`src/include/video_cfg.svh`:
```
`ifndef VIDEO_CFG_SVH
`define VIDEO_CFG_SVH

// frame buffer geometry
`define FB_W        240
`define FB_H        160
`define FB_DEPTH    (`FB_W * `FB_H)
`define FB_AW       16

// BGR555 pixel, red in the low bits
`define COLOR_W     15

// 640x480 raster
`define H_ACTIVE    640
`define H_FP        16
`define H_SYNC      96
`define H_BP        48
`define H_TOTAL     (`H_ACTIVE + `H_FP + `H_SYNC + `H_BP)

`define V_ACTIVE    480
`define V_FP        10
`define V_SYNC      2
`define V_BP        33
`define V_TOTAL     (`V_ACTIVE + `V_FP + `V_SYNC + `V_BP)

// top-left of the doubled picture in active space
`define PIC_X0      80
`define PIC_Y0      80

`endif

```
`src/design/video_pkg.sv`:
```
`default_nettype none

`include "video_cfg.svh"

package video_pkg;

    // BGR555 to RGB444, keep top four bits per channel
    function automatic logic [11:0] to_vga_rgb(input logic [`COLOR_W-1:0] c);
        logic [3:0] r;
        logic [3:0] g;
        logic [3:0] b;
        r = c[4:1];
        g = c[9:6];
        b = c[14:11];
        return {r, g, b};
    endfunction

endpackage : video_pkg

`default_nettype wire

```
`src/design/scan_counter.sv`:
```
`default_nettype none

module scan_counter #(
    parameter int WIDTH = 10,
    parameter int MAX   = 799
) (
    input  logic             clk,
    input  logic             rst_b,
    input  logic             en,
    input  logic             clear,
    output logic [WIDTH-1:0] count,
    output logic             last
);

    logic [WIDTH-1:0] count_nxt;

    assign last = (count == WIDTH'(MAX));

    // clear wins over enable
    always_comb begin
        if (clear) begin
            count_nxt = '0;
        end else if (!en) begin
            count_nxt = count;
        end else if (last) begin
            count_nxt = '0;
        end else begin
            count_nxt = count + 1'b1;
        end
    end

    always_ff @(posedge clk or negedge rst_b) begin
        if (!rst_b) begin
            count <= '0;
        end else begin
            count <= count_nxt;
        end
    end

endmodule : scan_counter

`default_nettype wire

```
`src/design/pattern_renderer.sv`:
```
`default_nettype none

`include "video_cfg.svh"

module pattern_renderer
    import video_pkg::*;
(
    input  logic               clk,
    input  logic               rst_b,
    input  logic               frame_start,
    input  logic [1:0]         mode,
    input  logic [`COLOR_W-1:0] fg_color,
    input  logic [`COLOR_W-1:0] bg_color,
    input  logic [7:0]         hofs,
    input  logic [7:0]         vofs,
    output logic               wr_en,
    output logic [`FB_AW-1:0]  wr_addr,
    output logic [`COLOR_W-1:0] wr_data
);

    logic                busy;
    logic [7:0]          col;
    logic [7:0]          row;
    logic                col_last;
    logic                row_last;
    logic [`FB_AW-1:0]   addr;
    logic [1:0]          mode_q;
    logic [`COLOR_W-1:0] fg_q;
    logic [`COLOR_W-1:0] bg_q;
    logic [7:0]          hofs_q;
    logic [7:0]          vofs_q;
    logic [7:0]          u;
    logic [7:0]          v;
    logic [7:0]          uv;

    scan_counter #(.WIDTH(8), .MAX(`FB_W - 1)) u_col (
        .clk   (clk),
        .rst_b (rst_b),
        .en    (busy),
        .clear (frame_start),
        .count (col),
        .last  (col_last)
    );

    // row steps at the end of each line
    scan_counter #(.WIDTH(8), .MAX(`FB_H - 1)) u_row (
        .clk   (clk),
        .rst_b (rst_b),
        .en    (busy && col_last),
        .clear (frame_start),
        .count (row),
        .last  (row_last)
    );

    always_ff @(posedge clk or negedge rst_b) begin
        if (!rst_b) begin
            busy <= 1'b0;
            addr <= '0;
        end else if (frame_start) begin
            busy <= 1'b1;
            addr <= '0;
        end else if (busy) begin
            addr <= addr + 1'b1;
            if (col_last && row_last) begin
                busy <= 1'b0;
            end
        end
    end

    // pattern parameters held for a whole frame
    always_ff @(posedge clk) begin
        if (frame_start) begin
            mode_q <= mode;
            fg_q   <= fg_color;
            bg_q   <= bg_color;
            hofs_q <= hofs;
            vofs_q <= vofs;
        end
    end

    // scrolled coordinates wrap at 256
    assign u  = col + hofs_q;
    assign v  = row + vofs_q;
    assign uv = u ^ v;

    always_comb begin
        case (mode_q)
            2'd0:    wr_data = fg_q;
            2'd1:    wr_data = {u[4:0], u[4:0], u[4:0]};
            2'd2:    wr_data = (u[3] ^ v[3]) ? fg_q : bg_q;
            // xor spans red and the low green bits
            default: wr_data = {v[4:0], 2'b00, uv};
        endcase
    end

    assign wr_en   = busy;
    assign wr_addr = addr;

    // one frame of writes must finish before the next swap
    a_no_overlap : assert property (@(posedge clk) disable iff (!rst_b)
        frame_start |-> !busy)
        else $error("frame_start while renderer still busy");

endmodule : pattern_renderer

`default_nettype wire

```
`config.mk`:
```
export PLATFORM = sky130hd
export DESIGN_NAME = pattern_renderer
export DESIGN_NICKNAME = d
export VERILOG_FILES = /design/src/design/video_pkg.sv /design/src/design/scan_counter.sv /design/src/design/pattern_renderer.sv
export VERILOG_INCLUDE_DIRS = /design/src /design/src/include
export SDC_FILE = /design/constraint.sdc
export NUM_CORES = 1
export LEC_CHECK = 0
export BUFFER_PORTS_ARGS = -buffer_cell sky130_fd_sc_hd__buf_2
export CAP_MARGIN = 20
export CORE_AREA = 2 2 102 104
export CTS_CLUSTER_SIZE = 8
export DETAILED_ROUTE_END_ITERATION = 10
export DIE_AREA = 0 0 104 106
export HOLD_SLACK_MARGIN = 0.12
export PLACE_DENSITY = 0.68
export SLEW_MARGIN = 20
export SYNTH_ARGS = -nofsm -noshare
export SYNTH_HDL_FRONTEND = slang
export SYNTH_SLANG_ARGS = --single-unit
```
`constraint.sdc`:
```
create_clock -name clk -period 2.45 [get_ports clk]
set_input_delay 0.245 -clock clk [delete_from_list [all_inputs] [get_ports clk]]
set_output_delay 0.245 -clock clk [all_outputs]
set_load 0.05 [all_outputs]
```
Word-level counts from Yosys, hierarchy flattened
Cells that the tools add are included.

Flip-flop bits (word level): 81. Output and inout bits: 32. Input port bits: 51.

Bitwise logic cells: 2. Add/sub/neg operators: 5. Muxes and demuxes: 13. Eq/ne operators: 4. Reduce and logical (&&, ||, !) cells: 5.

Operators with widths (number): $mux W8 (6); $pmux W15 S3 (1); $mux W16 (2); $add A16 B1 Y16 const B (1); $add A8 B1 Y8 const B (2); $add A8 B8 Y8 (2); $eq A8 B8 Y1 const B (2); $mux W15 (1); $xor A8 B8 Y8 (1); $reduce_bool A2 Y1 (2); $mux W1 (3); $eq A2 B1 Y1 const B (1); $eq A2 B2 Y1 const B (1); $logic_and A1 B1 Y1 (2); $logic_not A2 Y1 (1); $xor A1 B1 Y1 (1).

Depth between registers and ports, before layout
Gate-level depths: netlist of run 1.

Depth in word-level cells: 5. Mapped depth: 9.

By module
A second synthesis of run 1 with hierarchy kept.

Cells, all modules: 369. Area total of the unflattened synthesis: 4322.9 um^2.

By module, submodules not included: pattern_renderer (area each 3477.1 um^2, cells each 288, times used 1); scan_counter (u_row) (area each 437.9 um^2, cells each 39, times used 1); scan_counter (u_col) (area each 407.9 um^2, cells each 42, times used 1).

Least setup slack after synthesis of run 1
OpenSTA, ideal clock, no wires.

Path type: register to output. Start point: register u_row.count[1]. End point: output wr_data[7]. Data arrival time: 3183 ps. Path buffers: 0. Cell stages (with the launch flop): 8. Setup slack: -978 ps. Cell sequence: dfrtp_1 > ha_1 > a21o_2 > a21oi_2 > xnor2_4 > xnor2_4 > mux2_1 > a211oi_1.

Cells in the longest elaborated chain, start to end: 4. Elaborated cells between the ends (all ways): 5. Those cells by class: add/sub (1); mux (2); bitwise (2).

RTL lines: start: declaration (RTL line scan_counter.sv:11) `output logic [WIDTH-1:0] count,`; start signal: assignment (RTL line scan_counter.sv:36) `count <= count_nxt;`; $add A8 B8 Y8 * (RTL line pattern_renderer.sv:83) `assign v = row + vofs_q;`; $xor A1 B1 Y1 (RTL line pattern_renderer.sv:90) `2'd2: wr_data = (u[3] ^ v[3]) ? fg_q : bg_q;`; $mux W15 (RTL line pattern_renderer.sv:90); $pmux W15 S3 * (RTL line pattern_renderer.sv:87) `case (mode_q)`; end: declaration (RTL line pattern_renderer.sv:18) `` output logic [`COLOR_W-1:0] wr_data ``.

Mark *: on every way between the ends. The rest lies on a longest branch, timed or not.

Final worst setup path of run 1
Start point: register vofs_q[1]. End point: output wr_data[10].

Cells in the longest elaborated chain, start to end: 4.

RTL lines: start: declaration (RTL line pattern_renderer.sv:31) `logic [7:0] vofs_q;`; start signal: assignment (RTL line pattern_renderer.sv:77) `vofs_q <= vofs;`; $add A8 B8 Y8 (RTL line pattern_renderer.sv:83); $xor A1 B1 Y1 (RTL line pattern_renderer.sv:90); $mux W15 (RTL line pattern_renderer.sv:90); $pmux W15 S3 (RTL line pattern_renderer.sv:87).

Every way passes these cells.

==> metrics.md, run 1 <==
| Metric | Value |
|---|---|
| Outcome | `complete, but fails checks` |
| Violations in the final reports | `negative setup slack` |
| Clock edge transition at the registers on the reported setup and hold paths | `0.09 ns` |
| Beginning of the critical path | `vofs_q[1]` |
| Maximum clock frequency | `322 MHz` |
| TritonCTS buffer count | `9` |
| Vias after detailed routing | `3534` |
| Async SR Flop Fraction | `40.7%` |
| Number of global-route vias before repair | `3575` |
| FILL cells | `798` |
| Cell count after placement | `612` |
| Beginning of the worst register-to-register path | `u_col.count[1]` |
| Final Core Density | `62.1%` |
| Wire length of the first global-routing pass | `17300 µm` |
| Min Clock Period, post-route | `3.11 ns` |
| Type of the worst setup path | `reg -> out` |
| Count of different cell masters after synthesis | `59` |
| Number of antenna violations at the first check in global routing | `0` |
| Vias per cell | `5.16` |
| Leakage | `2.67 nW` |
| Number of synthesized flops with an enable pin | `48` |
| Hold path start | `frame_start` |
| Largest cells by area after synthesis | `sky130_fd_sc_hd__edfxtp_1 33%, sky130_fd_sc_hd__dfrtp_1 19%, sky130_fd_sc_hd__ha_1 4.9%, sky130_fd_sc_hd__nor2_1 3.5%, sky130_fd_sc_hd__xnor2_1 3.4%` |
| Layout cells sized above 1 | `31.7%` |
| Final clock period utilization by the worst path | `127%` |
| Endpoint arrival time on the critical path | `2.86 ns` |
| Setup Viol. Count Final | `15` |
| Die Span Y | `106 µm` |
| Final Max Tran Viols | `0` |
| Clock Tree Buf Depth | `2` |
| Syn Std Cell Area | `4350 µm²` |
| Critical Path Fanout Max | `7` |
| Total number of placement rows | `37` |
| Clock insertion delay at the later pin of the skew report | `0.38 ns` |
| Overall routed net length | `10700 µm` |
| 1st-pass router iterations | `4` |
| Required time of the critical path | `2.20 ns` |
| Initial drt markers | `173` |
| Post-route design area | `6210 µm²` |
| Setup slack after placement | `-0.364 ns` |
| Initial Utilization | `43.5%` |
| Number of ports placed on the die boundary | `83` |
| Endpoint class of the critical path | `output port` |
| Weighted congestion reported at the end of routability-driven placement | `0.807` |
| Prevailing post-synth register cell | `sky130_fd_sc_hd__edfxtp_1` |
| Root Buffer Master | `sky130_fd_sc_hd__clkbuf_8` |
| CORE AREA | `10000 µm²` |
| Footprint of the flip-flops and latches | `2270 µm²` |
| Total power | `3.77 mW` |
| Gate count after technology mapping | `376` |
| Slew of the pin with the lowest slew margin | `0.768 ns` |
| Placement Cell Area | `5270 µm²` |
| Worst vdd ir | `0.000425 V` |
| Wire per inst | `15.6 µm` |
| Hold WS | `0.227 ns` |
| Footprint of the multi-input gates | `2220 µm²` |
| Clock tree skew after final layout | `0.00921 ns` |
| Hpwl dp | `7060 µm` |
| # nets final | `614` |
| Mean area per synthesized cell | `11.6 µm²` |
| Post-synthesis sequential area ratio | `52.2%` |
| Synthesized Nets | `446` |
| Kind of start point of the critical path | `flip-flop` |
| Worst relative slew slack | `48.8%` |
| Die outline area | `11000 µm²` |
| H-tree level count | `3` |
| Most area-hungry cell type in the Yosys netlist | `sky130_fd_sc_hd__edfxtp_1` |
| # DRC | `0` |
| Horizontal extent of the die | `104 µm` |
| Syn. warnings | `0` |
| Largest net degree at the start of global routing | `75` |
| Unrepaired setup endpoints after global routing | `true` |
| Count of port buffers added during placement | `82` |
| Residual antenna-violating net count after detailed routing | `0` |
| Number of max-cap violations | `0` |
| Combined global-route utilization of all metal layers | `20.2%` |
| Layout overhead on the synthesized area | `42.8%` |
| Power per cell area | `607 nW/µm²` |
| Synth top cells by count | `48 x sky130_fd_sc_hd__edfxtp_1, 40 x sky130_fd_sc_hd__nor2_1, 33 x sky130_fd_sc_hd__dfrtp_1, 22 x sky130_fd_sc_hd__nand2_1` |
| Antenna Cells | `0` |
| Fin Setup TNS | `-7.74 ns` |
| Clock tree from TritonCTS | `built` |
| Post-synth top area share | `33.2%` |
| Post-layout worst setup margin | `-0.657 ns` |
| Sinks on the clock net | `81` |
| Number of synthesized register bits | `81` |
| Final number of hold-violating endpoints | `0` |
| Count leader, synth | `sky130_fd_sc_hd__edfxtp_1` |
| Hold WC Path Type | `in -> reg` |
| Final Instance Count excl. Fillers | `685` |
| GR Overflow Total | `0` |
[final timing paths]
path	to	slack (ns)	depth (start not counted)
min in group asynchronous	wr_addr[9]	0.47	2
worst min-delay path	wr_addr[0]	0.23	3
worst min register to register	u_row.count[7]	0.53	1
worst max register to register	u_row.count[7]	0.31	8
worst max-delay path	wr_data[10]	-0.66	8
max in group asynchronous	u_col.count[1]	1.48	2
[timing repair]
| action | CTS | global route |
|---|---|---|
| gates resized for setup | 38 | 7 |
| endpoints found under the setup margin | 15 | 15 |
| endpoints found under the hold margin | 81 | 0 |
| pin swaps | 6 | 4 |
| hold buffers | 49 | 0 |
| buffers inserted | 7 | 2 |
[registers in the layout, indices dropped and copies added (netlist names)]
signal,count
wr_en,1
fg_q,15
u_row.count,8
bg_q,15
u_col.count,8
hofs_q,8
wr_addr,16
mode_q,2
vofs_q,8
[per-layer routing]
layer  vias to the layer above  share of wire (%)  global-route usage (%)
met5                         -                  0                       0
met4                         0                1.7                    7.05
met3                        17                4.8                    5.21
met2                       110                 51                    35.9
met1                      1703                 42                    23.6
li1                       1704                  -                       -
[cell families after synthesis]
| group | count (synthesis) | synth area share (%) |
|---|---|---|
| AO/OA/AOI/OAI | 71 | 11.1 |
| XOR/XNOR | 36 | 8.12 |
| adder cells (fa/ha/maj) | 19 | 5.82 |
| buffers and inverters | 25 | 2.33 |
| flip-flops | 81 | 52.2 |
| multiplexers | 20 | 5.87 |
| AND/OR/NAND/NOR | 124 | 14.6 |
[placed cells by master, fill, tap and decap left out, types with 13 or more instances in the layout]
cell | Yosys | routed
sky130_fd_sc_hd__buf_2 | 0 | 67
sky130_fd_sc_hd__buf_4 | 0 | 37
sky130_fd_sc_hd__buf_6 | 1 | 14
sky130_fd_sc_hd__dfrtp_1 | 33 | 33
sky130_fd_sc_hd__dlygate4sd3_1 | 0 | 49
sky130_fd_sc_hd__edfxtp_1 | 48 | 48
sky130_fd_sc_hd__ha_1 | 17 | 13
sky130_fd_sc_hd__nand2_1 | 22 | 22
sky130_fd_sc_hd__nand3_1 | 16 | 14
sky130_fd_sc_hd__nor2_1 | 40 | 40
sky130_fd_sc_hd__o21ai_0 | 15 | 14
sky130_fd_sc_hd__xnor2_1 | 17 | 17
sky130_fd_sc_hd__xor2_1 | 17 | 16
[power breakdown]
part | switching (mW) | internal, mW | leakage (nW)
Combinational | 0.648 | 0.546 | 1.64
Clock | 0.507 | 0.492 | 0.108
Sequential | 0.0453 | 1.53 | 0.919
Total | 1.20 | 2.57 | 2.67
[final cells by class]
cell class                 instances  share of cell area, %
clock buffer                      11                   2.80
timing repair buffer             169                   20.9
multi-input combinational        270                   35.7
tap                              136                   2.74
sequential                        81                   36.5
clock inverter                     5                  0.524
inverter                          13                  0.786
[critical path, cell delays in order, from the launching register on]
cell	delay [ns]
sky130_fd_sc_hd__edfxtp_1	0.40
sky130_fd_sc_hd__ha_1	0.30
sky130_fd_sc_hd__a21o_2	0.21
sky130_fd_sc_hd__a21oi_4	0.18
sky130_fd_sc_hd__xnor2_4	0.11
sky130_fd_sc_hd__xnor2_4	0.30
sky130_fd_sc_hd__mux2_4	0.33
sky130_fd_sc_hd__mux4_2	0.49
sky130_fd_sc_hd__buf_6	0.17
Power figures use the tool's default switching activity.
==> run 2: changes to the inputs <==
BUFFER_PORTS_ARGS = not set   (was -buffer_cell sky130_fd_sc_hd__buf_2)
CORE_AREA = 2 2 92 94   (was 2 2 102 104)
DIE_AREA = 0 0 94 96   (was 0 0 104 106)
DONT_BUFFER_PORTS = 1   (was not set)
PLACE_DENSITY = 0.72   (was 0.68)
==> metrics.md, run 2 (synthesis gave the netlist of run 1 again) <==
| Metric | Value |
|---|---|
| Final clock period utilization by the worst path | `128% (+1.5 points)` |
| Clock tree from TritonCTS | `built` |
| Critical Path Fanout Max | `6 (-1)` |
| Cell count after placement | `515 (-16%)` |
| Required time of the critical path | `2.20 ns (about the same)` |
| Die Span Y | `96 µm (-9.4%)` |
| Total power | `3.87 mW (+2.7%)` |
| Met3 Track Usage GR | `5.95% (+0.74 points)` |
| Clock tree skew after final layout | `0.0122 ns (+0.00297 ns)` |
| Initial Utilization | `54.0% (+11 points)` |
| Fin Setup TNS | `-8.61 ns (-0.868 ns)` |
| Endpoint class of the critical path | `output port` |
| Maximum clock frequency | `318 MHz (-1.2%)` |
| Final number of hold-violating endpoints | `0 (unchanged)` |
| Endpoint arrival time on the critical path | `2.90 ns (+0.04 ns)` |
| Leakage | `2.44 nW (-8.6%)` |
| Post-layout worst setup margin | `-0.695 ns (-0.0372 ns)` |
| Clock insertion delay at the later pin of the skew report | `0.37 ns (about the same)` |
| H-tree level count | `3 (unchanged)` |
| Clock edge transition at the registers on the reported setup and hold paths | `0.10 ns (about the same)` |
| Most used routing layer in global routing | `met2` |
| Type of the worst setup path | `reg -> out` |
| Hold WC Path Type | `in -> reg` |
| Slew of the pin with the lowest slew margin | `0.572 ns (-0.197 ns)` |
| Hpwl dp | `6820 µm (-3.3%)` |
| Root Buffer Master | `sky130_fd_sc_hd__clkbuf_8` |
| Clock Tree Buf Depth | `2 (unchanged)` |
| Die outline area | `9020 µm² (-18%)` |
| Kind of start point of the critical path | `flip-flop` |
| Combined global-route utilization of all metal layers | `25.3% (+5.1 points)` |
| Max reg flops | `16 (unchanged)` |
| 1st-pass router iterations | `4 (unchanged)` |
| Wire per inst | `18.4 µm (+18%)` |
| Setup slack after placement | `-0.323 ns (+0.0409 ns)` |
| Number of global-route vias before repair | `3586 (+0.31%)` |
| Layout cells sized above 1 | `22.8% (-8.9 points)` |
| Hold Path Cell Cnt | `2 (-1)` |
| Worst relative slew slack | `61.9% (+13 points)` |
| TritonCTS buffer count | `9 (unchanged)` |
| Vias per cell | `5.73 (+11%)` |
| CORE AREA | `8050 µm² (-19%)` |
| Number of ports placed on the die boundary | `83 (unchanged)` |
| Commonest cells after routing, fill and taps aside | `49 x sky130_fd_sc_hd__dlygate4sd3_1, 48 x sky130_fd_sc_hd__edfxtp_1, 40 x sky130_fd_sc_hd__nor2_1, 40 x sky130_fd_sc_hd__buf_4, 33 x sky130_fd_sc_hd__dfrtp_1` |
| Horizontal extent of the die | `94 µm (-9.6%)` |
| Min Clock Period, post-route | `3.14 ns (+0.0372 ns)` |
| Weighted congestion reported at the end of routability-driven placement | `0.841 (+4.2%)` |
| Length in cells of the worst reg-to-reg path | `8 (unchanged)` |
| Residual antenna-violating net count after detailed routing | `0 (unchanged)` |
| Layout overhead on the synthesized area | `36.9%` |
| Outcome | `complete, but fails checks` |
| Largest net degree at the start of global routing | `75 (unchanged)` |
| Final Core Density | `73.9% (+12 points)` |
| Initial drt markers | `163 (-5.8%)` |
| GR met1 Demand/Resource | `29.3% (+5.7 points)` |
| Final Max Tran Viols | `0 (unchanged)` |
| Global routing met2 resource utilization | `44.8% (+8.8 points)` |
| Wire length of the first global-routing pass | `17400 µm (+0.32%)` |
| Sinks on the clock net | `81 (unchanged)` |
| Vias after detailed routing | `3370 (-4.6%)` |
| Final Instance Count excl. Fillers | `588 (-14%)` |
| Antenna Cells | `0 (unchanged)` |
| Total number of placement rows | `33 (-11%)` |
| Violations in the final reports | `negative setup slack` |
| Number of max-cap violations | `0 (unchanged)` |
| Number of antenna violations at the first check in global routing | `0 (unchanged)` |
| Worst vdd ir | `0.000385 V (-9.5%)` |
| Setup Viol. Count Final | `15 (unchanged)` |
| GR Overflow Total | `0 (unchanged)` |
| Unrepaired setup endpoints after global routing | `true` |
| # nets final | `548 (-11%)` |
| Power per cell area | `651 nW/µm² (+7.1%)` |
| Count of port buffers added during placement | `0 (-100%)` |
| # DRC | `0 (unchanged)` |
| Overall routed net length | `10800 µm (+0.96%)` |
| Most common cell after layout, fill and taps aside | `sky130_fd_sc_hd__dlygate4sd3_1` |
-- run 2: cell types whose count changed in the layout (fill, tap and decap cells not counted), sizes merged --
cell / previous run / this run
buf: 120 / 54
inv: 15 / 18
clkbuf: 11 / 9
clkinv: 3 / 1
bufinv: 0 / 1
-- run 2: power by group --
group          switching [mW]  internal, mW  total, mW
combinational           0.654         0.559       1.21
sequential             0.0448          1.53       1.58
clock                   0.581         0.501       1.08
total                    1.28          2.59       3.87
-- run 2: stage by stage --
stage / instance area [µm²] / hold slack [ns]
6_report: 5950 / 0.186
5_1_grt: 5950 / 0.181
4_1_cts: 5910 / 0.168
3_5_place_dp: 5040 / -0.0496
3_3_place_gp: 5040 / -0.0495
2_1_floorplan: 4510 / -0.0506
-- run 2: worst paths after layout --
kind | from | to | slack (ns)
worst max-delay path | vofs_q[1] | wr_data[5] | -0.69
worst min-delay path | frame_start | u_col.count[7] | 0.19
worst max register to register | u_col.count[1] | u_row.count[7] | 0.29
worst min register to register | u_row.count[7] | u_row.count[7] | 0.53
max in group asynchronous | rst_b | u_col.count[2] | 1.93
min in group asynchronous | rst_b | wr_addr[10] | 0.32
-- run 2: repair_timing --
action	CTS	global route
buffers inserted	5	1
hold buffers	51	0
resized for setup	12	6
hold endpoints to repair	155	0
pin swaps	10	5
setup endpoints to repair	15	15
-- run 2: metal layers --
metal / share of wire [%] / routed length [µm] / vias to the layer above
met2: 53 / 5690 / 119
met1: 40 / 4320 / 1657
li1: - / - / 1579
met5: 0 / 0 / -
met3: 5.3 / 567 / 15
met4: 2.0 / 220 / 0
-- run 2: worst max-delay path, stage by stage, from the launching register on --
cell	delay (ns)
sky130_fd_sc_hd__edfxtp_1	0.43
sky130_fd_sc_hd__ha_1	0.30
sky130_fd_sc_hd__a21o_2	0.22
sky130_fd_sc_hd__a21oi_4	0.18
sky130_fd_sc_hd__xnor2_4	0.17
sky130_fd_sc_hd__xnor2_4	0.15
sky130_fd_sc_hd__buf_12	0.14
sky130_fd_sc_hd__mux2_4	0.30
sky130_fd_sc_hd__mux4_2	0.63
-- run 2: final cells by class --
type                       count  area [µm²]
inverter                      13        48.8
sequential                    81        2270
timing repair buffer         103        1060
clock buffer                   9         124
clock inverter                 7        92.6
tap                          105         131
fill                         538        2100
multi-input combinational    270        2220
==> run 3: changes to the inputs <==
PLACE_DENSITY = 0.7   (was 0.72)
clock period = 3.7 ns   (was 2.45 ns; I/O delays follow)
==> metrics.md, run 3 (synthesis gave the netlist of run 1 again) <==
| Metric | Value |
|---|---|
| Final Max Tran Viols | `0 (unchanged)` |
| Hold Path Cell Cnt | `0 (-2)` |
| Outcome | `complete, no violations` |
| # nets final | `514 (-6.2%)` |
| Hold path start | `frame_start` |
| Setup Viol. Count Final | `0 (-15)` |
| Slew of the pin with the lowest slew margin | `1.04 ns (+0.467 ns)` |
| Clock tree skew after final layout | `0.00546 ns (-0.00672 ns)` |
| Initial drt markers | `80 (-51%)` |
| H-tree level count | `3 (unchanged)` |
| Endpoint arrival time on the critical path | `3.01 ns (+0.11 ns)` |
| Critical Path Fanout Max | `13 (+7)` |
| Largest net degree at the start of global routing | `43 (-43%)` |
| Commonest cells after routing, fill and taps aside | `53 x sky130_fd_sc_hd__dlygate4sd3_1, 48 x sky130_fd_sc_hd__edfxtp_1, 40 x sky130_fd_sc_hd__nor2_1` |
| Clock tree from TritonCTS | `built` |
| Required time of the critical path | `3.33 ns (+1.13 ns)` |
| Number of antenna violations at the first check in global routing | `0 (unchanged)` |
| Placement Cell Area | `4510 µm² (-11%)` |
| Worst reg-to-reg setup slack | `1.58 ns (+1.29 ns)` |
| Layout cells sized above 1 | `10.7% (-12 points)` |
| CP dominant cell by count | `sky130_fd_sc_hd__xnor2_4` |
| Power per cell area | `428 nW/µm² (-34%)` |
| Antenna Cells | `0 (unchanged)` |
| Beginning of the worst register-to-register path | `wr_addr[2]` |
| Kind of start point of the critical path | `flip-flop` |
| Max reg flops | `16 (unchanged)` |
| Initial Utilization | `54.0% (unchanged)` |
| 1st-pass router iterations | `4 (unchanged)` |
| Stage delay of the slowest cell on the critical path | `0.63 ns (about the same)` |
| Count of port buffers added during placement | `0 (unchanged)` |
| Clock edge transition at the registers on the reported setup and hold paths | `0.08 ns (-0.02 ns)` |
| Horizontal extent of the die | `94 µm (unchanged)` |
| Cell type of the slowest stage on the worst timing path | `sky130_fd_sc_hd__mux4_2` |
| Worst relative slew slack | `30.5% (-31 points)` |
| Weighted congestion reported at the end of routability-driven placement | `0.789 (-6.2%)` |
| Total number of placement rows | `33 (unchanged)` |
| Wire per inst | `16.9 µm (-7.9%)` |
| TritonCTS buffer count | `9 (unchanged)` |
| Endpoint class of the critical path | `output port` |
| Cells traversed along the worst timing path | `ha_1 > a21o_2 > a21oi_2 > xnor2_4 > xnor2_4 > buf_12 > mux2_4 > mux4_2` |
| Residual antenna-violating net count after detailed routing | `0 (unchanged)` |
| Clock insertion delay at the later pin of the skew report | `0.35 ns (-0.02 ns)` |
| Final number of hold-violating endpoints | `0 (unchanged)` |
| Vias per cell | `5.64 (-1.6%)` |
| Fin Setup TNS | `0 ns (+8.61 ns)` |
| # DRC | `0 (unchanged)` |
| Sinks on the clock net | `81 (unchanged)` |
| Clock Tree Buf Depth | `2 (unchanged)` |
| Worst vdd ir | `0.000234 V (-39%)` |
| Overall routed net length | `9370 µm (-13%)` |
| Combined global-route utilization of all metal layers | `21.2% (-4.1 points)` |
| Die outline area | `9020 µm² (unchanged)` |
| Unrepaired setup endpoints after global routing | `false` |
| Maximum clock frequency | `296 MHz` |
| Hpwl dp | `6190 µm (-9.3%)` |
| Family of cells with the greatest summed delay on the critical path | `multiplexers` |
| Leakage | `2.17 nW (-11%)` |
| Total buffers and inverters traversed by the critical path | `1 (unchanged)` |
| Number of max-cap violations | `0 (unchanged)` |
| Number of global-route vias before repair | `3164 (-12%)` |
| Die Span Y | `96 µm (unchanged)` |
| Capture endpoint of the worst hold path | `fg_q[6]` |
| Vias after detailed routing | `3124 (-7.3%)` |
| Length in cells of the worst reg-to-reg path | `6 (-2)` |
| GR Overflow Total | `0 (unchanged)` |
| Most common cell after layout, fill and taps aside | `sky130_fd_sc_hd__dlygate4sd3_1` |
| CORE AREA | `8050 µm² (unchanged)` |
| Layout overhead on the synthesized area | `22.2%` |
| Number of ports placed on the die boundary | `83 (unchanged)` |
| Root Buffer Master | `sky130_fd_sc_hd__clkbuf_8` |
| Final clock period utilization by the worst path | `91.3%` |
| Reg-to-reg critical path endpoint | `wr_addr[11]` |
| Hold WC Path Type | `in -> reg` |
| Wire length of the first global-routing pass | `14700 µm (-15%)` |
| Post-route design area | `5310 µm² (-11%)` |
| Min Clock Period, post-route | `3.38 ns` |
| Type of the worst setup path | `reg -> out` |
run 3: timing repair:
action	CTS	global route
endpoints found under the hold margin	106	14
resized for setup	0	0
buffers inserted	0	4
endpoints found under the setup margin	0	3
hold buffers	53	1
run 3: report_power, final:
part	leakage [nW]	total (mW)	switching, mW	internal (mW)
Combinational	1.14	0.572	0.342	0.230
Sequential	0.919	1.05	0.0377	1.01
Clock	0.106	0.652	0.323	0.329
Total	2.17	2.27	0.702	1.57
run 3: cell type report:
| cell class | count | area [µm²] |
|---|---|---|
| clock buffers | 12 | 178 |
| well taps | 105 | 131 |
| inverters | 13 | 48.8 |
| fillers | 620 | 2740 |
| flip-flops and latches | 81 | 2270 |
| clock inverters | 4 | 27.5 |
| repair buffers | 69 | 676 |
| multi-input cells | 270 | 1980 |
run 3: metal layers:
metal / share of wire [%] / track usage, % / vias to the layer above
li1: - / - / 1509
met1: 43 / 25.0 / 1513
met2: 50 / 37.9 / 93
met3: 5.8 / 5.87 / 9
met4: 1.5 / 6.76 / 0
met5: 0 / 0 / -
run 3: per-stage QoR:
| stage | hold slack (ns) | worst slack [ns] | power [mW] | std cells | utilization [%] |
|---|---|---|---|---|---|
| final | 0.137 | 0.320 | 2.27 | 554 | 66.0 |
| after global routing | 0.121 | 0.235 | 2.36 | 554 | 66.0 |
| after CTS | 0.120 | 0.0245 | 2.26 | 549 | 65.3 |
| after detailed placement | 0.0756 | 0.411 | 1.54 | 480 | 56.0 |
| after global placement | 0.0762 | 0.456 | 1.53 | 480 | 56.0 |
| after floorplan | 0.0744 | 0.147 | 1.45 | 376 | - |
run 3: how the worst max path moves through the flow:
stage / startpoint / to / slack, ns / cells past startpoint
after global routing: u_col.count[2] / wr_data[14] / 0.24 / 8
after detailed placement: u_row.count[1] / wr_data[5] / 0.41 / 7
after CTS: u_row.count[1] / wr_data[14] / 0.02 / 7
after global placement: u_row.count[1] / wr_data[14] / 0.46 / 7
final: u_row.count[1] / wr_data[14] / 0.32 / 8
after floorplan: u_row.count[1] / wr_data[7] / 0.15 / 7
run 3: worst register-to-register path: stages, from the launching register on:
cell                        delay (ns)
sky130_fd_sc_hd__dfrtp_1          0.71
sky130_fd_sc_hd__o2111ai_1        0.27
sky130_fd_sc_hd__nor2_1           0.33
sky130_fd_sc_hd__and3_1           0.27
sky130_fd_sc_hd__nor2b_1          0.18
sky130_fd_sc_hd__xnor2_1          0.14
sky130_fd_sc_hd__nor2_1           0.06
